$ cat src/source/matmul_defines.svh
`ifndef MATMUL_DEFINES_SVH
`define MATMUL_DEFINES_SVH

// rows and columns of the array, and of both square matrices.
`define MATMUL_DIM 4

// unsigned operand width.
`define MATMUL_OPW 8

// accumulator width, products wrap at this size.
`define MATMUL_ACCW 32

// Wishbone byte address width.
`define MATMUL_ADRW 8

`endif

$ cat src/source/matmulPkg.sv
`default_nettype none

`include "matmul_defines.svh"

package matmulPkg;

    typedef struct packed {
        logic                    cyc;
        logic                    stb;
        logic                    we;
        logic [`MATMUL_ADRW-1:0] adr;
        logic [31:0]             dat;
    } wbReq_t;

    typedef struct packed {
        logic        ack;
        logic [31:0] dat;
    } wbRsp_t;

    typedef struct packed {
        logic                   valid;
        logic [`MATMUL_OPW-1:0] data;
    } opLane_t;

    typedef opLane_t [`MATMUL_DIM-1:0] laneVec_t; // one lane per row or column edge.

    typedef logic [`MATMUL_DIM-1:0][`MATMUL_DIM-1:0][`MATMUL_OPW-1:0]  opMatrix_t; // [row][col].
    typedef logic [`MATMUL_DIM-1:0][`MATMUL_DIM-1:0][`MATMUL_ACCW-1:0] accGrid_t;

    // register map, byte addresses with a word stride.
    localparam logic [`MATMUL_ADRW-1:0] CTRL_ADR   = 'h00;
    localparam logic [`MATMUL_ADRW-1:0] STATUS_ADR = 'h04;
    localparam logic [`MATMUL_ADRW-1:0] A_BASE     = 'h40;
    localparam logic [`MATMUL_ADRW-1:0] B_BASE     = 'h80;
    localparam logic [`MATMUL_ADRW-1:0] C_BASE     = 'hC0;

endpackage

`default_nettype wire

$ cat src/source/skewLine.sv
`timescale 1ns/100ps
`default_nettype none

module skewLine #(
    parameter type payload_t = logic,
    parameter int  DEPTH     = 1
) (
    input  logic     clk,
    input  logic     rst_n,
    input  payload_t din,
    output payload_t dout
);

    generate
        if (DEPTH == 0) begin : gNoDelay
            assign dout = din;
        end else begin : gDelay
            payload_t stages [DEPTH];

            always_ff @(posedge clk or negedge rst_n) begin
                if (!rst_n) begin
                    for (int s = 0; s < DEPTH; s++) begin
                        stages[s] <= '0;
                    end
                end else begin
                    stages[0] <= din;
                    for (int s = 1; s < DEPTH; s++) begin
                        stages[s] <= stages[s-1]; // one cycle per stage.
                    end
                end
            end

            assign dout = stages[DEPTH-1];
        end
    endgenerate

endmodule

`default_nettype wire

$ cat src/source/macCell.sv
`timescale 1ns/100ps
`default_nettype none

`include "matmul_defines.svh"

module macCell (
    input  logic                     clk,
    input  logic                     rst_n,
    input  logic                     clearAcc,
    input  matmulPkg::opLane_t       west,
    input  matmulPkg::opLane_t       north,
    output matmulPkg::opLane_t       east,
    output matmulPkg::opLane_t       south,
    output logic [`MATMUL_ACCW-1:0]  acc
);

    logic [2*`MATMUL_OPW-1:0] product;
    logic                     both;

    assign product = west.data * north.data;
    assign both    = west.valid && north.valid; // operands of the same beat meet here.

    always_ff @(posedge clk or negedge rst_n) begin
        if (!rst_n) begin
            east  <= '0;
            south <= '0;
        end else begin
            east  <= west;
            south <= north;
        end
    end

    always_ff @(posedge clk or negedge rst_n) begin
        if (!rst_n) begin
            acc <= '0;
        end else if (clearAcc) begin
            acc <= '0;
        end else if (both) begin
            acc <= acc + `MATMUL_ACCW'(product); // wraps at the accumulator width.
        end
    end

endmodule

`default_nettype wire

$ cat src/source/systolicArray.sv
`timescale 1ns/100ps
`default_nettype none

`include "matmul_defines.svh"

module systolicArray (
    input  logic                 clk,
    input  logic                 rst_n,
    input  logic                 clearAcc,
    input  matmulPkg::laneVec_t  rowLanes,
    input  matmulPkg::laneVec_t  colLanes,
    output matmulPkg::accGrid_t  accs
);

    localparam int DIM = `MATMUL_DIM;

    // horizontal links carry A eastward, vertical links carry B southward.
    matmulPkg::opLane_t hLink [DIM][DIM+1];
    matmulPkg::opLane_t vLink [DIM+1][DIM];

    generate
        for (genvar i = 0; i < DIM; i++) begin : gRowSkew
            skewLine #(
                .payload_t (matmulPkg::opLane_t),
                .DEPTH     (i)
            ) uRowSkew (
                .clk   (clk),
                .rst_n (rst_n),
                .din   (rowLanes[i]),
                .dout  (hLink[i][0])
            );
        end

        for (genvar j = 0; j < DIM; j++) begin : gColSkew
            skewLine #(
                .payload_t (matmulPkg::opLane_t),
                .DEPTH     (j)
            ) uColSkew (
                .clk   (clk),
                .rst_n (rst_n),
                .din   (colLanes[j]),
                .dout  (vLink[0][j])
            );
        end

        for (genvar i = 0; i < DIM; i++) begin : gRow
            for (genvar j = 0; j < DIM; j++) begin : gCol
                macCell uCell (
                    .clk      (clk),
                    .rst_n    (rst_n),
                    .clearAcc (clearAcc),
                    .west     (hLink[i][j]),
                    .north    (vLink[i][j]),
                    .east     (hLink[i][j+1]), // last column drives nothing.
                    .south    (vLink[i+1][j]),
                    .acc      (accs[i][j])
                );
            end
        end
    endgenerate

endmodule

`default_nettype wire

$ cat src/source/matmulSequencer.sv
`timescale 1ns/100ps
`default_nettype none

`include "matmul_defines.svh"

module matmulSequencer (
    input  logic                 clk,
    input  logic                 rst_n,
    input  logic                 start,
    input  matmulPkg::opMatrix_t matA,
    input  matmulPkg::opMatrix_t matB,
    output logic                 clearAcc,
    output matmulPkg::laneVec_t  rowLanes,
    output matmulPkg::laneVec_t  colLanes,
    output logic                 busy,
    output logic                 done
);

    localparam int DIM     = `MATMUL_DIM;
    localparam int RUN_LEN = 3 * DIM; // last product is in by this cycle.
    localparam int CW      = $clog2(RUN_LEN + 1);
    localparam int KW      = $clog2(DIM);

    logic [CW-1:0] cnt;
    logic          beat;
    logic [KW-1:0] beatIdx;

    // count value c is cycle c after start, beats leave in cycles 2..DIM+1.
    assign beat    = busy && (cnt != '0) && (cnt <= CW'(DIM));
    assign beatIdx = KW'(cnt - CW'(1));

    always_ff @(posedge clk or negedge rst_n) begin
        if (!rst_n) begin
            cnt      <= '0;
            busy     <= 1'b0;
            done     <= 1'b0;
            clearAcc <= 1'b0;
        end else begin
            clearAcc <= start;
            if (start) begin
                cnt  <= CW'(1);
                busy <= 1'b1;
                done <= 1'b0;
            end else if (busy) begin
                if (cnt == CW'(RUN_LEN)) begin
                    cnt  <= '0;
                    busy <= 1'b0;
                    done <= 1'b1; // held until the next run starts.
                end else begin
                    cnt <= cnt + CW'(1);
                end
            end
        end
    end

    always_ff @(posedge clk or negedge rst_n) begin
        if (!rst_n) begin
            rowLanes <= '0;
            colLanes <= '0;
        end else begin
            for (int i = 0; i < DIM; i++) begin
                rowLanes[i].valid <= beat;
                rowLanes[i].data  <= beat ? matA[i][beatIdx] : '0; // column k of A.
            end
            for (int j = 0; j < DIM; j++) begin
                colLanes[j].valid <= beat;
                colLanes[j].data  <= beat ? matB[beatIdx][j] : '0; // row k of B.
            end
        end
    end

endmodule

`default_nettype wire

$ cat src/source/matmulRegs.sv
`timescale 1ns/100ps
`default_nettype none

`include "matmul_defines.svh"

module matmulRegs (
    input  logic                 clk,
    input  logic                 rst_n,
    input  matmulPkg::wbReq_t    wbIn,
    output matmulPkg::wbRsp_t    wbOut,
    input  logic                 busy,
    input  logic                 done,
    input  matmulPkg::accGrid_t  accs,
    output logic                 start,
    output matmulPkg::opMatrix_t matA,
    output matmulPkg::opMatrix_t matB
);

    localparam int DIM  = `MATMUL_DIM;
    localparam int ADRW = `MATMUL_ADRW;
    localparam int IDXW = $clog2(DIM * DIM);
    localparam int OFFW = IDXW + 2; // element index sits above the byte offset.

    logic            req;
    logic            wrEn;
    logic            aSel;
    logic            bSel;
    logic            cSel;
    logic [IDXW-1:0] idx;
    logic            ackQ;
    logic [31:0]     rdQ;
    logic [31:0]     rdData;

    assign req  = wbIn.cyc && wbIn.stb;
    assign wrEn = req && wbIn.we && ackQ; // data is taken while ack is high.
    assign idx  = wbIn.adr[OFFW-1:2];

    assign aSel = wbIn.adr[ADRW-1:OFFW] == matmulPkg::A_BASE[ADRW-1:OFFW];
    assign bSel = wbIn.adr[ADRW-1:OFFW] == matmulPkg::B_BASE[ADRW-1:OFFW];
    assign cSel = wbIn.adr[ADRW-1:OFFW] == matmulPkg::C_BASE[ADRW-1:OFFW];

    always_ff @(posedge clk or negedge rst_n) begin
        if (!rst_n) begin
            ackQ  <= 1'b0;
            start <= 1'b0;
        end else begin
            ackQ  <= req && !ackQ; // one-cycle ack, then drops under a held strobe.
            start <= wrEn && (wbIn.adr == matmulPkg::CTRL_ADR) && wbIn.dat[0] && !busy;
        end
    end

    always_ff @(posedge clk) begin
        for (int i = 0; i < DIM; i++) begin
            for (int j = 0; j < DIM; j++) begin
                if (wrEn && (idx == IDXW'(i * DIM + j))) begin
                    if (aSel) begin
                        matA[i][j] <= wbIn.dat[`MATMUL_OPW-1:0];
                    end
                    if (bSel) begin
                        matB[i][j] <= wbIn.dat[`MATMUL_OPW-1:0];
                    end
                end
            end
        end
    end

    always_comb begin
        rdData = '0;
        if (wbIn.adr == matmulPkg::STATUS_ADR) begin
            rdData = {30'b0, done, busy};
        end else begin
            for (int i = 0; i < DIM; i++) begin
                for (int j = 0; j < DIM; j++) begin
                    if (idx == IDXW'(i * DIM + j)) begin
                        if (aSel) begin
                            rdData = 32'(matA[i][j]);
                        end else if (bSel) begin
                            rdData = 32'(matB[i][j]);
                        end else if (cSel) begin
                            rdData = 32'(accs[i][j]);
                        end
                    end
                end
            end
        end
    end

    // read data is captured on the same edge that raises ack.
    always_ff @(posedge clk) begin
        if (req && !ackQ) begin
            rdQ <= rdData;
        end
    end

    assign wbOut.ack = ackQ;
    assign wbOut.dat = rdQ;

endmodule

`default_nettype wire

$ cat src/source/matmulTop.sv
`timescale 1ns/100ps
`default_nettype none

module matmulTop (
    input  logic              clk,
    input  logic              rst_n,
    input  matmulPkg::wbReq_t wbIn,
    output matmulPkg::wbRsp_t wbOut
);

    logic                 start;
    logic                 busy;
    logic                 done;
    logic                 clearAcc;
    matmulPkg::opMatrix_t matA;
    matmulPkg::opMatrix_t matB;
    matmulPkg::laneVec_t  rowLanes;
    matmulPkg::laneVec_t  colLanes;
    matmulPkg::accGrid_t  accs;

    matmulRegs uRegs (
        .clk   (clk),
        .rst_n (rst_n),
        .wbIn  (wbIn),
        .wbOut (wbOut),
        .busy  (busy),
        .done  (done),
        .accs  (accs),
        .start (start),
        .matA  (matA),
        .matB  (matB)
    );

    matmulSequencer uSequencer (
        .clk      (clk),
        .rst_n    (rst_n),
        .start    (start),
        .matA     (matA),
        .matB     (matB),
        .clearAcc (clearAcc),
        .rowLanes (rowLanes),
        .colLanes (colLanes),
        .busy     (busy),
        .done     (done)
    );

    systolicArray uArray (
        .clk      (clk),
        .rst_n    (rst_n),
        .clearAcc (clearAcc),
        .rowLanes (rowLanes),
        .colLanes (colLanes),
        .accs     (accs)
    );

endmodule

`default_nettype wire

$ cat config.mk
export PLATFORM = sky130hd
export DESIGN_NAME = matmulTop
export DESIGN_NICKNAME = d
export VERILOG_FILES = /design/src/source/matmulPkg.sv /design/src/source/skewLine.sv /design/src/source/macCell.sv /design/src/source/systolicArray.sv /design/src/source/matmulSequencer.sv /design/src/source/matmulRegs.sv /design/src/source/matmulTop.sv
export VERILOG_INCLUDE_DIRS = /design/src /design/src/source
export SDC_FILE = /design/constraint.sdc
export NUM_CORES = 2
export LEC_CHECK = 0
export BUFFER_PORTS_ARGS = -buffer_cell sky130_fd_sc_hd__buf_2
export CAP_MARGIN = 20
export CORE_ASPECT_RATIO = 2
export CORE_MARGIN = 4
export CORE_UTILIZATION = 30
export DETAILED_ROUTE_END_ITERATION = 6
export PLACE_DENSITY = 0.48
export SETUP_SLACK_MARGIN = 0.1
export SLEW_MARGIN = 10
export SYNTH_ARGS = -nofsm -noshare
export SYNTH_HDL_FRONTEND = slang
export SYNTH_SLANG_ARGS = --single-unit
$ cat constraint.sdc
create_clock -name clk -period 13 [get_ports clk]
set_input_delay 2.6 -clock clk [delete_from_list [all_inputs] [get_ports clk]]
set_output_delay 2.6 -clock clk [all_outputs]
set_load 0.02 [all_outputs]
## Word-level counts from Yosys, hierarchy flattened

Index checks and enable logic that the tools add are counted.

- Output and inout bits: 33
- Input port bits: 45
- Word-level logic and storage cells: 362
- Register bits after elaboration: 1168

- Mux-type cells: 127
- Equal/unequal tests: 20
- Reductions and logical operators: 72
- Add/subtract/negate cells: 18
- Multiply operators: 16
- Magnitude comparators: 2

Operators by type and width:

| operator | count |
|---|---|
| $mux 32 | 100 |
| $add 32x16->32 | 16 |
| $mul 8x8->16 | 16 |
| $mux 8 | 12 |
| $reduce_and 2->1 | 33 |
| $bmux 32 s2 | 1 |
| $bmux 8 s2 | 4 |
| $eq 4x4->1 const B | 9 |
| $logic_and 1x1->1 | 25 |
| $reduce_bool 2->1 | 9 |
| $eq 4x3->1 const B | 4 |
| $mux 4 | 3 |
| $eq 4x2->1 const B | 2 |
| $eq 8x3->1 const B | 1 |
| $logic_not 8->1 | 1 |
| $mux 1 | 6 |
| $add 4x1->4 const B | 1 |
| $eq 2x2->1 const B | 2 |
| $eq 4x1->1 const B | 1 |
| $le 4x3->1 const B | 1 |
| $logic_not 4->1 | 1 |
| $reduce_bool 4->1 | 1 |
| $lt 2x3->1 const B | 1 |
| $eq 2x1->1 const B | 1 |
| 3 further kinds | 4 |

## Longest topological paths before layout

- Depth in word-level cells: 69
- Depth in mapped cells: 20

## By module

From an unflattened synthesis, not the netlist that was laid out.

- Cell total of the unflattened synthesis: 10281
- Area, all modules: 100182.3 um^2

By module, submodules not included:

| module | sequential area each (um^2) | area each (um^2) | instances | cells an instance |
|---|---|---|---|---|
| macCell (uArray.gRow[0].gCol[0].uCell ...) | 1251.2 | 4884.7 | 6 | 546 |
| macCell (uArray.gRow[2].gCol[0].uCell ...) | 1251.2 | 4870.9 | 4 | 536 |
| matmulRegs | 8698.3 | 15588.7 | 1 | 1289 |
| macCell (uArray.gRow[3].gCol[1].uCell ...) | 1251.2 | 4738.3 | 3 | 519 |
| macCell (uArray.gRow[0].gCol[1].uCell) | 1251.2 | 4850.9 | 1 | 545 |
| macCell (uArray.gRow[3].gCol[0].uCell) | 1251.2 | 4814.6 | 1 | 528 |
| macCell (uArray.gRow[1].gCol[3].uCell) | 1251.2 | 4754.6 | 1 | 525 |
| matmulSequencer | 1801.7 | 4058.9 | 1 | 255 |
| skewLine (uArray.gColSkew[3].uColSkew ...) | 675.6 | 743.2 | 2 | 36 |
| skewLine (uArray.gColSkew[2].uColSkew ...) | 450.4 | 518.0 | 2 | 27 |
| skewLine (uArray.gColSkew[1].uColSkew ...) | 225.2 | 225.2 | 2 | 9 |
| skewLine (uArray.gColSkew[0].uColSkew ...) | 0.0 | 67.6 | 2 | 9 |

## Worst setup path before layout

Ideal clock, no wire load.

- Path kind: input to register
- Start point: in wbIn[38] in the netlist's numbering
- End point: reg, netlist name uRegs.matA[0]
- Stages: 6
- Path buffers: 5
- Slack: 7.907 ns
- Arrival time: 4.708 ns
- Path through: clkbuf_1 -> clkbuf_1 -> clkbuf_1 -> buf_1 -> clkbuf_1 -> nor3b_1

- Longest elaborated chain between the ends: 2

RTL lines:

| element | RTL line | RTL |
|---|---|---|
| start: declaration | matmulTop.sv:7 | `input matmulPkg::wbReq_t wbIn,` |
| $eq 2x1->1 | matmulRegs.sv:38 | `assign aSel = wbIn.adr[ADRW-1:OFFW] == matmulPkg::A_BASE[ADRW-1:OFFW];` |
| $reduce_and 2->1 (no line) | -- |  |

Every way passes these cells.
A chain may end at the register's enable or synchronous reset.

## Worst setup path after layout

- Start point: reg uArray.gRow[2].gCol[1].uCell.east[3] in the netlist's numbering
- End point: reg uArray.gRow[2].gCol[2].uCell.acc[23]

- Longest elaborated chain between the ends: 4

RTL lines:

| element | RTL line | RTL |
|---|---|---|
| start: declaration | macCell.sv:12 | `output matmulPkg::opLane_t east,` |
| start signal: assignment | macCell.sv:28 | `east <= west;` |
| $mul 8x8->16 | macCell.sv:20 | `assign product = west.data * north.data;` |
| $add 32x16->32 | macCell.sv:39 | `` acc <= acc + `MATMUL_ACCW'(product); `` |
| $mux 32 | macCell.sv:38 | `end else if (both) begin` |
| $mux 32 | macCell.sv:36 | `end else if (clearAcc) begin` |
| end signal: assignment | macCell.sv:39 |  |
| end: declaration | macCell.sv:14 | `` output logic [`MATMUL_ACCW-1:0] acc `` |

Every way passes these cells. The select of a mux whose other input is x is not followed.

==> reports/results.ini <==
[run_status]
status=finished clean

[sta]
fin_ws_ns=6.731
fin_crit_ns=6.269
slew_headroom_pct=27.08
fin_crit_sh_pct=48.22
worst_pin_slew_ns=1.090
final.setup.tns_ns=0
grt_setup_unrepaired=false
fmax_ghz=0.1595
drv_slew=0
setup_viol=0
skew_ns=0.05163
timing_hold_violations_final=0

[global_route]
grt_pass1_wl_mm=508.4
busiest_layer=met2
grt_overflow_total=0
groute.usage.overall_pct=22.67
grt_antenna_before_repair=29
grtUsageMet3_pct=2.325
grt_pass1_vias=73460
grtUsageMet2_pct=43.21
use_met1_pct=19.96
grt_start_max_net_pins=157

[setup_path]
worstPathMaxFanout=13
arrival_ns=6.94
crit_start=uArray.gRow[2].gCol[1].uCell.east[3]
reg2reg_slack_ns=6.73
endpoint_kind=flip-flop
critPathCapture=uArray.gRow[2].gCol[2].uCell.acc[23]
reg2reg_depth=18
critPathTopFamily=compound AO/OA/AOI/OAI gates
crit_slowest_cell=a311oi_4
timing.rr.end=uArray.gRow[2].gCol[2].uCell.acc[23]
crit_buf_inv=3
slowest_delay_ns=0.91
cp-start-kind=flip-flop
worstSetupPathDepth=18
crit_chain=nand2_1 -> fa_1 -> inv_1 -> ha_1 -> ha_1 -> inv_1 -> fa_1 -> inv_1 -> ha_1 -> fa_1 -> a21o_1 -> a21o_1 -> a2111oi_4 -> o211ai_2 -> a31o_4 -> a311oi_4 -> nor2b_2 -> mux2_4
worst_r2r_startpoint=uArray.gRow[2].gCol[1].uCell.east[3]
required_ns=13.67
crit_type=flip-flop to flip-flop

[finish]
fill_cells=30908
layout_commonest_cell=inv_1
drive_gt1_share_pct=7.478
fin_nets=10378
seq_area_mm2=0.03069
flow.area_growth_from_synthesis_pct=10.40
layout_common_cells=1295 x inv_1, 873 x dfrtp_1, 800 x fa_1, 799 x nand2_1, 657 x ha_1
multiInputGateArea_mm2=0.05360

[run]
drv_cap=0

[power]
p_sw_share_pct=25.03
max-vdd-ir-drop_mv=0.1111
switchingPower_mw=1.968
p_leak_nw=46.02
p_clk_share_pct=47.8
intPower_mw=5.895
p_comb_share_pct=4.2
power_density_mw_per_mm2=78.99
seqPwrFrac_pct=48.0

[floorplan]
coreArea_mm2=0.2992
ios=78
initial_utilization_pct=30.13
row_count=284
die-area_mm2=0.3099
die_x_um=395.6
die_h_um=783.3

[logic_synthesis]
ys_types=101
ys.flop_type=dfrtp_1
synth_seq_cells=1168
syn_nets=10398
syn_inst=8895
syn-cell-area_mm2=0.09015
synth_edf_count=288
async_reset_ff_share_pct=75.34
ys_warn_count=0
ys_seq_area_share_pct=34.02
synth.avg_cell_area_um2=10.14

[drt]
vias=67440
drt-total-wl_mm=355.2
drtIter0Drc=4022
ant_nets=0
drc=0
vias_per_cell=5.190
wl_per_cell_um=27.34
dr.pass1.iters=6

[clock_network]
clk_path_buf_depth=3
cts_setup_buffers=0
cts_resized=0
numCtsBuffers=110
cts_sinks=1168
cts.reportedPaths.clkPinSlew_ns=0.07
cts_hold_buf=0
tritoncts=yes
clk_latency_ns=0.81
htree_num_levels=3
cts-root-buf=clkbuf_16

[min_path]
min_path_cells=0
hp-class=flip-flop to flip-flop
worstHoldStart=uSequencer.rowLanes[14]

[placed_design]
place_ws_ns=6.346
port-buffer-count=53
place.gp.congestion=0.9582
hpwl_mm=285.8

[cells by family (layout without fill, tap and decap cells)]
kind of cell,count (synthesis),after routing,share of synthesized area (%)
AO/OA/AOI/OAI,1335,1335,9.775
XOR/XNOR,275,275,2.672
adder cells (fa/ha/maj),1458,1458,26.90
buffers and inverters,1598,1676,6.696
flip-flops,1168,1168,34.02
multiplexers,413,413,5.726
other,0,16,0
AND/OR/NAND/NOR,2648,2648,14.22
[worst reg2reg max path: stages, from the launching register on]
cell and delay (ns):
dfrtp_1 0.61, nand2_1 0.14, fa_1 0.52, inv_1 0.04, ha_1 0.26, ha_1 0.27
inv_1 0.05, fa_1 0.49, inv_1 0.05, ha_1 0.23, fa_1 0.48, a21o_1 0.20
a21o_1 0.23, a2111oi_4 0.67, o211ai_2 0.25, a31o_4 0.31, a311oi_4 0.91, nor2b_2 0.11
mux2_4 0.33
[worst min path at each step]
stage,to,slack (ns)
floorplan,uArray.gColSkew[1].uColSkew.dout[0],0.33
global placement,uArray.gRowSkew[2].uRowSkew.dout[2],0.33
detailed placement,uArray.gColSkew[2].uColSkew.dout[0],0.33
CTS,uArray.gRowSkew[1].uRowSkew.dout[5],0.31
global route,uArray.gRowSkew[1].uRowSkew.dout[5],0.33
finish,uArray.gRowSkew[1].uRowSkew.dout[5],0.32
[metrics by stage]
stage | cell area (um2) | util [%] | hold slack [ns] | total power, mW | cells
after CTS | 99460 | 33.24 | 0.3112 | 7.945 | 12974
after global placement | 95370 | 31.87 | 0.3321 | 4.174 | 12763
after detailed placement | 95370 | 31.88 | 0.3347 | 4.176 | 12764
after floorplan | 90150 | - | 0.3312 | 3.982 | 8895
after global routing | 99500 | 33.26 | 0.3326 | 8.073 | 12980
final | 99530 | 33.27 | 0.3166 | 7.863 | 12993
[state kept, by name, indices dropped and copies added (netlist names), 32 cells and up]
signal,count
uRegs.matB,128
uArray.gRow.gCol.uCell.acc,512
uRegs.matA,128
uRegs.rdQ,32
uSequencer.rowLanes,33
uArray.gRow.gCol.uCell.east,96
uArray.gRow.gCol.uCell.south,102
uSequencer.colLanes,32
[synthesized netlist by cell type, types with 81 or more instances]
cell / n / area (um2)
nand2_1: 801 / 3007
dfrtp_1: 880 / 22020
xnor2_1: 202 / 1769
clkbuf_1: 235 / 882.1
nor2_1: 641 / 2406
mux2_2: 137 / 1543
nor2b_1: 115 / 719.4
mux2i_1: 206 / 2062
a21oi_1: 349 / 1747
or3_1: 89 / 556.8
o22ai_1: 81 / 506.7
inv_1: 1295 / 4861
fa_1: 800 / 16020
a22oi_1: 184 / 1381
nand3_1: 153 / 765.7
edfxtp_1: 288 / 8648
ha_1: 658 / 8233
o21ai_0: 230 / 1151
nor3_1: 98 / 490.5
and2_1: 492 / 3078
[final cells by class]
class	count	area share, %
clock inverter	70	0.9893
inverter	1296	4.887
antenna	16	0.04023
tap	4004	5.033
timing repair buffer	170	1.248
clock buffer	140	3.118
sequential	1168	30.83
multi-input combinational	6129	53.85
[power by group through the flow]
stage                     registers [mW]  logic [mW]  clock network [mW]
after detailed placement            3.85       0.328                   0
after CTS                           3.77       0.329                3.84
final                               3.77       0.329                3.76
after global placement              3.85       0.326                   0
after floorplan                     3.84       0.139                   0
after global routing                3.77       0.345                3.96
[routing by layer]
layer  share of wire, %  vias up
met3                3.3      959
li1                   -    29620
met2                 54     1909
met4                 13       10
met1                 30    34942
met5              0.014        -
Note: power is estimated with default switching activity, not from simulation.
